--- src/logic/mpmem_defs.svh ---
`ifndef MPMEM_DEFS_SVH
`define MPMEM_DEFS_SVH

// data word width
`define MPMEM_WIDTH 16

// data bank count, bank number taken from the low address bits
`define MPMEM_NUM_BANKS 8
`define MPMEM_BANK_BITS 3

// rows per bank, row taken from the upper address bits
`define MPMEM_NUM_ROWS 64
`define MPMEM_ROW_BITS 6

`define MPMEM_ADDR_BITS 9

// read latency of every bank
`define MPMEM_SRAM_DELAY 2

// parity queue holds latency plus one updates
`define MPMEM_QUEUE_DEPTH 3

`endif

--- src/logic/mpmem_pkg.sv ---
`include "mpmem_defs.svh"

package mpmem_pkg;

  typedef logic [`MPMEM_WIDTH-1:0]     data_t;
  typedef logic [`MPMEM_ROW_BITS-1:0]  row_t;
  typedef logic [`MPMEM_BANK_BITS-1:0] bank_t;
  typedef logic [`MPMEM_ADDR_BITS-1:0] addr_t;
  typedef logic [`MPMEM_NUM_BANKS-1:0] bank_mask_t;

  // one entry per data bank
  typedef row_t  [`MPMEM_NUM_BANKS-1:0] row_vec_t;
  typedef data_t [`MPMEM_NUM_BANKS-1:0] data_vec_t;

  typedef enum logic [1:0] {
    sweep_clear,
    sweep_settle,
    sweep_done
  } sweep_state_t;

endpackage

--- src/logic/parity_queue.sv ---
`timescale 1ns/1ps
`include "mpmem_defs.svh"

module parity_queue (
  input  logic                  clk,
  input  logic                  rst,
  input  logic                  sweep_active,
  input  mpmem_pkg::row_t       sweep_row,
  input  logic                  wr_issue_out,
  input  mpmem_pkg::bank_t      wr_bank_out,
  input  mpmem_pkg::row_t       wr_row_out,
  input  mpmem_pkg::data_t      wr_data_out,
  input  mpmem_pkg::data_vec_t  bank_rdata,
  input  logic                  queue_deq,
  input  logic                  par_re,
  input  mpmem_pkg::row_t       par_row,
  input  mpmem_pkg::data_t      par_rdata,
  output logic                  queue_valid,
  output mpmem_pkg::row_t       queue_row,
  output mpmem_pkg::data_t      queue_data,
  output mpmem_pkg::data_t      par_word
);

  localparam int depth    = `MPMEM_QUEUE_DEPTH;
  localparam int cnt_bits = $clog2(depth + 1);

  logic                enq;
  mpmem_pkg::row_t     enq_row;
  mpmem_pkg::data_t    enq_data;
  logic [cnt_bits-1:0] cnt;
  mpmem_pkg::row_t     q_row  [depth];
  mpmem_pkg::data_t    q_data [depth];
  mpmem_pkg::row_t     srch_row;  // row of the conflicting read in its first stage
  logic                srch_hit;
  mpmem_pkg::data_t    srch_data;
  logic                fwd_hit;
  mpmem_pkg::data_t    fwd_data;

  assign enq     = sweep_active || wr_issue_out;
  assign enq_row = sweep_active ? sweep_row : wr_row_out;

  // new word in its own bank, returned old words in the others
  always_comb begin
    enq_data = '0;
    if (!sweep_active) begin
      for (int i = 0; i < `MPMEM_NUM_BANKS; i++) begin
        if (wr_bank_out == mpmem_pkg::bank_t'(i))
          enq_data = enq_data ^ wr_data_out;
        else
          enq_data = enq_data ^ bank_rdata[i];
      end
    end
  end

  always_ff @(posedge clk) begin
    if (rst)
      cnt <= '0;
    else
      cnt <= cnt + cnt_bits'(enq) - cnt_bits'(queue_deq);
  end

  // head is entry 0, a dequeue shifts the rest down
  always_ff @(posedge clk) begin
    for (int i = 0; i < depth; i++) begin
      if (enq && (int'(cnt) - int'(queue_deq) == i)) begin
        q_row[i]  <= enq_row;
        q_data[i] <= enq_data;
      end else if (queue_deq && i < depth - 1) begin
        q_row[i]  <= q_row[i+1];
        q_data[i] <= q_data[i+1];
      end
    end
  end

  assign queue_valid = (cnt != '0);
  assign queue_row   = q_row[0];
  assign queue_data  = q_data[0];

  always_ff @(posedge clk) begin
    if (par_re)
      srch_row <= par_row;
  end

  // later entries are newer, so the last match wins
  always_comb begin
    srch_hit  = 1'b0;
    srch_data = '0;
    for (int i = 0; i < depth; i++) begin
      if (int'(cnt) > i && q_row[i] == srch_row) begin
        srch_hit  = 1'b1;
        srch_data = q_data[i];
      end
    end
  end

  // an update landing in the second cycle is newer than anything queued
  always_ff @(posedge clk) begin
    if (rst) begin
      fwd_hit <= 1'b0;
    end else if (enq && enq_row == srch_row) begin
      fwd_hit <= 1'b1;
    end else begin
      fwd_hit <= srch_hit;
    end
  end

  always_ff @(posedge clk) begin
    fwd_data <= (enq && enq_row == srch_row) ? enq_data : srch_data;
  end

  assign par_word = fwd_hit ? fwd_data : par_rdata;

endmodule

--- config.mk ---
export PLATFORM = sky130hd
export DESIGN_NAME = parity_queue
export DESIGN_NICKNAME = d
export VERILOG_FILES = /design/src/logic/mpmem_pkg.sv /design/src/logic/parity_queue.sv
export VERILOG_INCLUDE_DIRS = /design/src /design/src/logic
export SDC_FILE = /design/constraint.sdc
export NUM_CORES = 1
export LEC_CHECK = 0
export BUFFER_PORTS_ARGS = -buffer_cell sky130_fd_sc_hd__buf_4
export CORE_MARGIN = 2
export CORE_UTILIZATION = 40
export DETAILED_ROUTE_END_ITERATION = 12
export PLACE_DENSITY = 0.72
export SETUP_SLACK_MARGIN = 0.1
export SYNTH_ARGS = -nofsm -noshare
export SYNTH_HDL_FRONTEND = slang
export SYNTH_SLANG_ARGS = --single-unit
--- constraint.sdc ---
create_clock -name clk -period 3.9 [get_ports clk]
set_input_delay 0.585 -clock clk [delete_from_list [all_inputs] [get_ports clk]]
set_output_delay 0.585 -clock clk [all_outputs]
set_load 0.03 [all_outputs]
; ---- Word level (Yosys, flattened, before mapping)
; Memory sizes are Yosys's and may differ from the RTL's.
; Cells that the tools add are included.
[word_totals]
reg_bits = 25
mem_bits_rw = 66
in_bits = 187
output_inout_bits = 39
mem_count = 2
[classes]
add_sub_neg = 3
n_lt_le_gt_ge = 3
eq_ne = 13
muxes = 41
bitwise_logic = 18
reduce_logical = 11
[memory_table]
columns = memory, depth, word_bits, rd, rd_clocked_by_memory_dff, wr, line_no
row1 = q_data, 3, 16, 3, 0, 3, parity_queue.sv:32  ; mpmem_pkg::data_t q_data [depth];
row2 = q_row, 3, 6, 3, 0, 3, parity_queue.sv:31  ; mpmem_pkg::row_t q_row [depth];
[ops]
columns = op, count
row1 = 16-bit two-way mux, 23
row2 = 16-bit bitwise XOR, 14
row3 = 32-bit logical NOT, 1
row4 = 6-bit equality test, 4
row5 = 6-bit two-way mux, 3
row6 = "3-bit equality test, second input constant", 5
row7 = 1-bit two-way mux, 15
row8 = "3-bit by 2-bit equality test with 1-bit output, second input constant", 3
row9 = 1-bit logical AND, 7
row10 = "2-bit by 1-bit greater-than comparator with 1-bit output, second input constant", 2
row11 = 1-bit bitwise OR, 4
row12 = "3-bit by 1-bit equality test with 1-bit output, second input constant", 1
row13 = 3-bit logical NOT, 1
row14 = 2-bit by 1-bit subtractor with 3-bit output, 1
row15 = 2-bit by 1-bit adder with 2-bit output, 1
row16 = "2-bit greater-than comparator, second input constant", 1
row17 = 2-bit nonzero test, 1
row18 = 2-bit by 1-bit subtractor with 2-bit output, 1
row19 = 1-bit logical OR, 1

; ---- Depth between registers and ports, before layout
[logic_depth]
ltp_word = 25
depth_mapped = 10

; ---- Worst setup path after synthesis
; Ideal clock, no wire load.
[synth_path]
path_kind = input port to flip-flop
startpoint = input queue_deq
endpoint = memory q_data[0][32] (netlist name) (enable)
setup_time_ns = 0.457
arrival_time_ns = 3.340
required_time_ns = 3.443
path_slack_ns = 0.103
stages = 3
path_buffers = 0
cell_sequence = ha_1 > ha_1 > nor4_1
[synth_rtl]
columns = item, line_no
row1 = "start, declared", parity_queue.sv:14  ; input logic queue_deq,
row2 = "end, declared", parity_queue.sv:32

; ---- Worst setup path after layout
[layout_path]
startpoint = register srch_row[1]
endpoint = register fwd_data[7]
[layout_via]
elab_chain_cells = 6
word_cells_on_any_way = 12
cone_classes = eq/ne (4) / mux (4) / reduce/logical (4)
[layout_lines]
columns = item, line_no
row1 = "start, declared", parity_queue.sv:33  ; mpmem_pkg::row_t srch_row;
row2 = "start signal, assigned", parity_queue.sv:81  ; srch_row <= par_row;
row3 = 6-bit equality test, parity_queue.sv:89  ; if (int'(cnt) > i && q_row[i] == srch_row) begin
row4 = 1-bit logical AND, parity_queue.sv:89
row5 = 16-bit two-way mux (3 in series), parity_queue.sv:89
row6 = 16-bit two-way mux *, parity_queue.sv:108  ; fwd_data <= (enq && enq_row == srch_row) ? enq_data : srch_data;
row7 = "end signal, assigned", parity_queue.sv:108
row8 = "end, declared", parity_queue.sv:37  ; mpmem_pkg::data_t fwd_data;
; Every way passes the cells marked *; elsewhere a longest branch is shown, timed or not.
; A chain may end at the register's enable or synchronous reset.

==> results by group <==
Drt
  – Antenna Violating Nets Remaining: 0
  – Wl on met1: 9031 µm
  – Met2 wire length: 10410 µm
  – Drt first pass iters: 8
  – Vias: 6462
  – Final wirelength: 21680 µm
  – Highest Signal Layer: met4
  – Drt via density: 5.435
  – Met3 routed WL: 1618 µm
  – Avg WL per Cell: 18.23 µm
  – Initial drt markers: 559
  – Remaining DRCs: 0

Die
  – Chip Width: 140.5 µm
  – Die Area: 0.01974 mm²
  – # IOs: 226
  – Initial Util: 41.07%
  – Die height: 140.5 µm
  – Row cnt: 49
  – Core area: 0.01815 mm²

Timing
  – Min Hold Slack: 0.4163 ns
  – Worst clock skew: 0.009566 ns
  – Final slew viol count: 0
  – Worst-Margin Slew: 1.070 ns
  – Final setup TNS: 0 ns
  – Hold Fails Final Rpt: 0
  – Tmin final: 2.813 ns
  – Final setup violation count: 0
  – Slew headroom: 28.27%
  – RSZ-0062 raised after global routing: false
  – Final Cycle Share: 72.13%
  – Fmax achieved: 355.5 MHz

Critical path
  – CP Launch Type: register
  – Slowest cell on crit path: nor2b_1
  – R2R Path Start: srch_row[1]$_DFFE_PP_
  – CP Class: register to register
  – Critical Path Max Stage Delay: 0.58 ns
  – Crit. Startpoint: srch_row[1]$_DFFE_PP_
  – Crit end category: register
  – Crit Path Max Fanout: 9
  – CP required: 4.12 ns
  – Critical path buffers and inverters: 1
  – Family with the most delay on the worst path: simple AND/OR/NAND/NOR gates
  – Worst EP arrival: 3.03 ns
  – Critical Path, Cell by Cell: xnor2_1 > nand4_1 > nor4_1 > nor2b_1 > buf_4 > a221oi_1 > o32ai_1

CTS
  – Clk root buf: clkbuf_16
  – Post-CTS setup buffers: 0
  – H-Tree Depth: 3
  – CTS tree: yes
  – # hold bufs at CTS: 0
  – # clock sinks: 91
  – Clock transition at path regs: 0.06 ns
  – CTS resizes: 0
  – Num CTS Buffers: 9
  – Clk buf depth: 2
  – Clk_lat worst skew: 0.35 ns

Global routing
  – Largest net degree at the start of global routing: 35
  – Vias in the first global route: 6351
  – Tot GR Track Use: 21.33%
  – Initial antenna violation count: 0
  – First-pass GRT wire length: 33400 µm
  – Grt ovf: 0

Yosys
  – Mapped Cells: 783
  – Mapped cell area: 0.007453 mm²
  – Yosys warns: 0
  – Register area share after synthesis: 34.11%
  – Syn nets: 973
  – Synth cell types: 46
  – Synthesis-stage register bit count: 91
  – Avg Inst Size Synth: 9.519 µm²

Layout
  – Area Growth Syn to Fin: 26.74%
  – N_diodes: 0
  – Fill cells: 1692
  – Layout Cells excl Fill: 1189
  – Layout cells sized above 1: 29.48%
  – Nets@finish: 1145

Placement
  – Buffers on Ports: 225
  – GPL Wtd Cong: 0.8067
  – Dpl hpwl: 16770 µm
  – Cells after DPL: 1173

Min path
  – Min-delay src: rst
  – Hold Crit Class: input pin to register

Power and ir drop
  – Pwr Total: 3.777 mW
  – Leakage: 3.900 nW
  – Max VDD drop: 0.0002594 V
  – Pwr/cell area: 399.8 mW/mm²

Run
  – # Max-Cap Violations: 0

Status
  – Status: finished clean
## where the power goes
group	internal [mW]	total [mW]	switching (mW)	leakage, nW
combinational	0.611	1.46	0.848	2.88
sequential	1.30	1.41	0.111	0.863
clock	0.545	0.911	0.366	0.159
total	2.45	3.78	1.33	3.90
## registers in the layout (all words and copies together), names as in the netlist
signal / cells
srch_row: 6
q_row: 18
fwd_data: 16
fwd_hit: 1
q_data: 48
cnt: 2
## placed cells by master (no fill, tap or decap), types with 16 or more instances in the layout
cell      Yosys  final
a221oi_1     16     16
o21ai_0      18     18
nand2_1      43     43
a21oi_1      32     32
dfxtp_1      19     19
nor2_1       74     74
mux2_2       16     16
xor2_1      135    135
edfxtp_1     72     72
xnor2_1      98     98
a222oi_1     34     34
o21ai_1      27     27
buf_4        25    240
mux2i_1      30     30
## stage by stage
| stage | cell area, µm² | util (%) | setup WS [ns] |
|---|---|---|---|
| finish | 9447 | 52.05 | 1.087 |
| detailed placement | 9126 | 50.29 | 0.7884 |
| CTS | 9447 | 52.05 | 1.088 |
| floorplan | 7453 | - | 0.1032 |
| global placement | 9126 | 50.29 | 0.8767 |
| global route | 9447 | 52.05 | 0.9293 |
## cell usage after synthesis (all sizes together)
cell	number	area, µm²
and4	1	8.760
inv	15	56.30
o31ai	2	15.01
and2	7	43.79
o21bai	1	7.510
clkbuf	34	127.6
nand2	43	161.4
nor2b	7	43.79
nand3	3	15.01
ha	3	37.54
dfxtp	19	380.4
a221oi	16	140.1
mux2i	33	341.6
or3	1	6.260
edfxtp	72	2162
mux2	16	180.2
nand4	3	18.77
and3	1	6.260
nor2	75	284.0
nor3	3	25.02
a211oi	1	7.510
o22ai	2	12.51
o211ai	1	7.510
xnor2	98	858.3
a222oi	34	340.3
nand2b	7	43.79
a21oi	32	160.2
or2	1	6.260
o32ai	15	131.4
o21a	2	15.01
o21ai	45	225.2
o311ai	1	8.760
buf	45	300.3
xor2	135	1182
a221o	1	10.01
and3b	1	8.760
a31oi	1	6.260
nor4	6	67.56
## worst paths after layout
kind / slack [ns] / cells past startpoint / end
hold reg to reg: 0.56 / 2 / q_data[0][17]$_DFFE_PP_
hold / removal: 0.42 / 2 / cnt[0]$_SDFF_PP0_
setup / recovery: 1.09 / 7 / fwd_data[7]$_DFF_P_
setup reg to reg: 1.09 / 7 / fwd_data[7]$_DFF_P_
## worst reg2reg max path, cell delays in order, from the launching register on
cell and delay [ns]:
edfxtp_1 0.50, xnor2_1 0.20, nand4_1 0.11, nor4_1 0.56
nor2b_1 0.58, buf_4 0.30, a221oi_1 0.10, o32ai_1 0.35
## metal layers
layer,up-vias,track usage [%]
li1,3102,-
met1,3020,26.90
met2,301,36.51
met3,39,4.137
met4,0,7.632
met5,-,0
## final cells by class
class	instances	area, µm²	area share [%]
Clock buffer	14	306.5	3.245
Multi-Input combinational cell	598	4439	46.99
Timing Repair Buffer	240	1802	19.07
Tap cell	229	286.5	3.033
Sequential cell	91	2542	26.91
Inverter	15	56.30	0.5960
Clock inverter	2	13.76	0.1457
## kinds of logic (layout without fill, tap and decap cells)
logic type / Yosys count / in the layout / share of synthesized area [%]
xor+xnor: 233 / 233 / 27.38
fa+ha+maj: 3 / 3 / 0.5037
flops: 91 / 91 / 34.11
simple gates: 159 / 159 / 9.921
buf+inv: 94 / 271 / 6.496
mux: 49 / 49 / 7.000
compound gates: 154 / 154 / 14.59
Power figures use the tool's default switching activity.
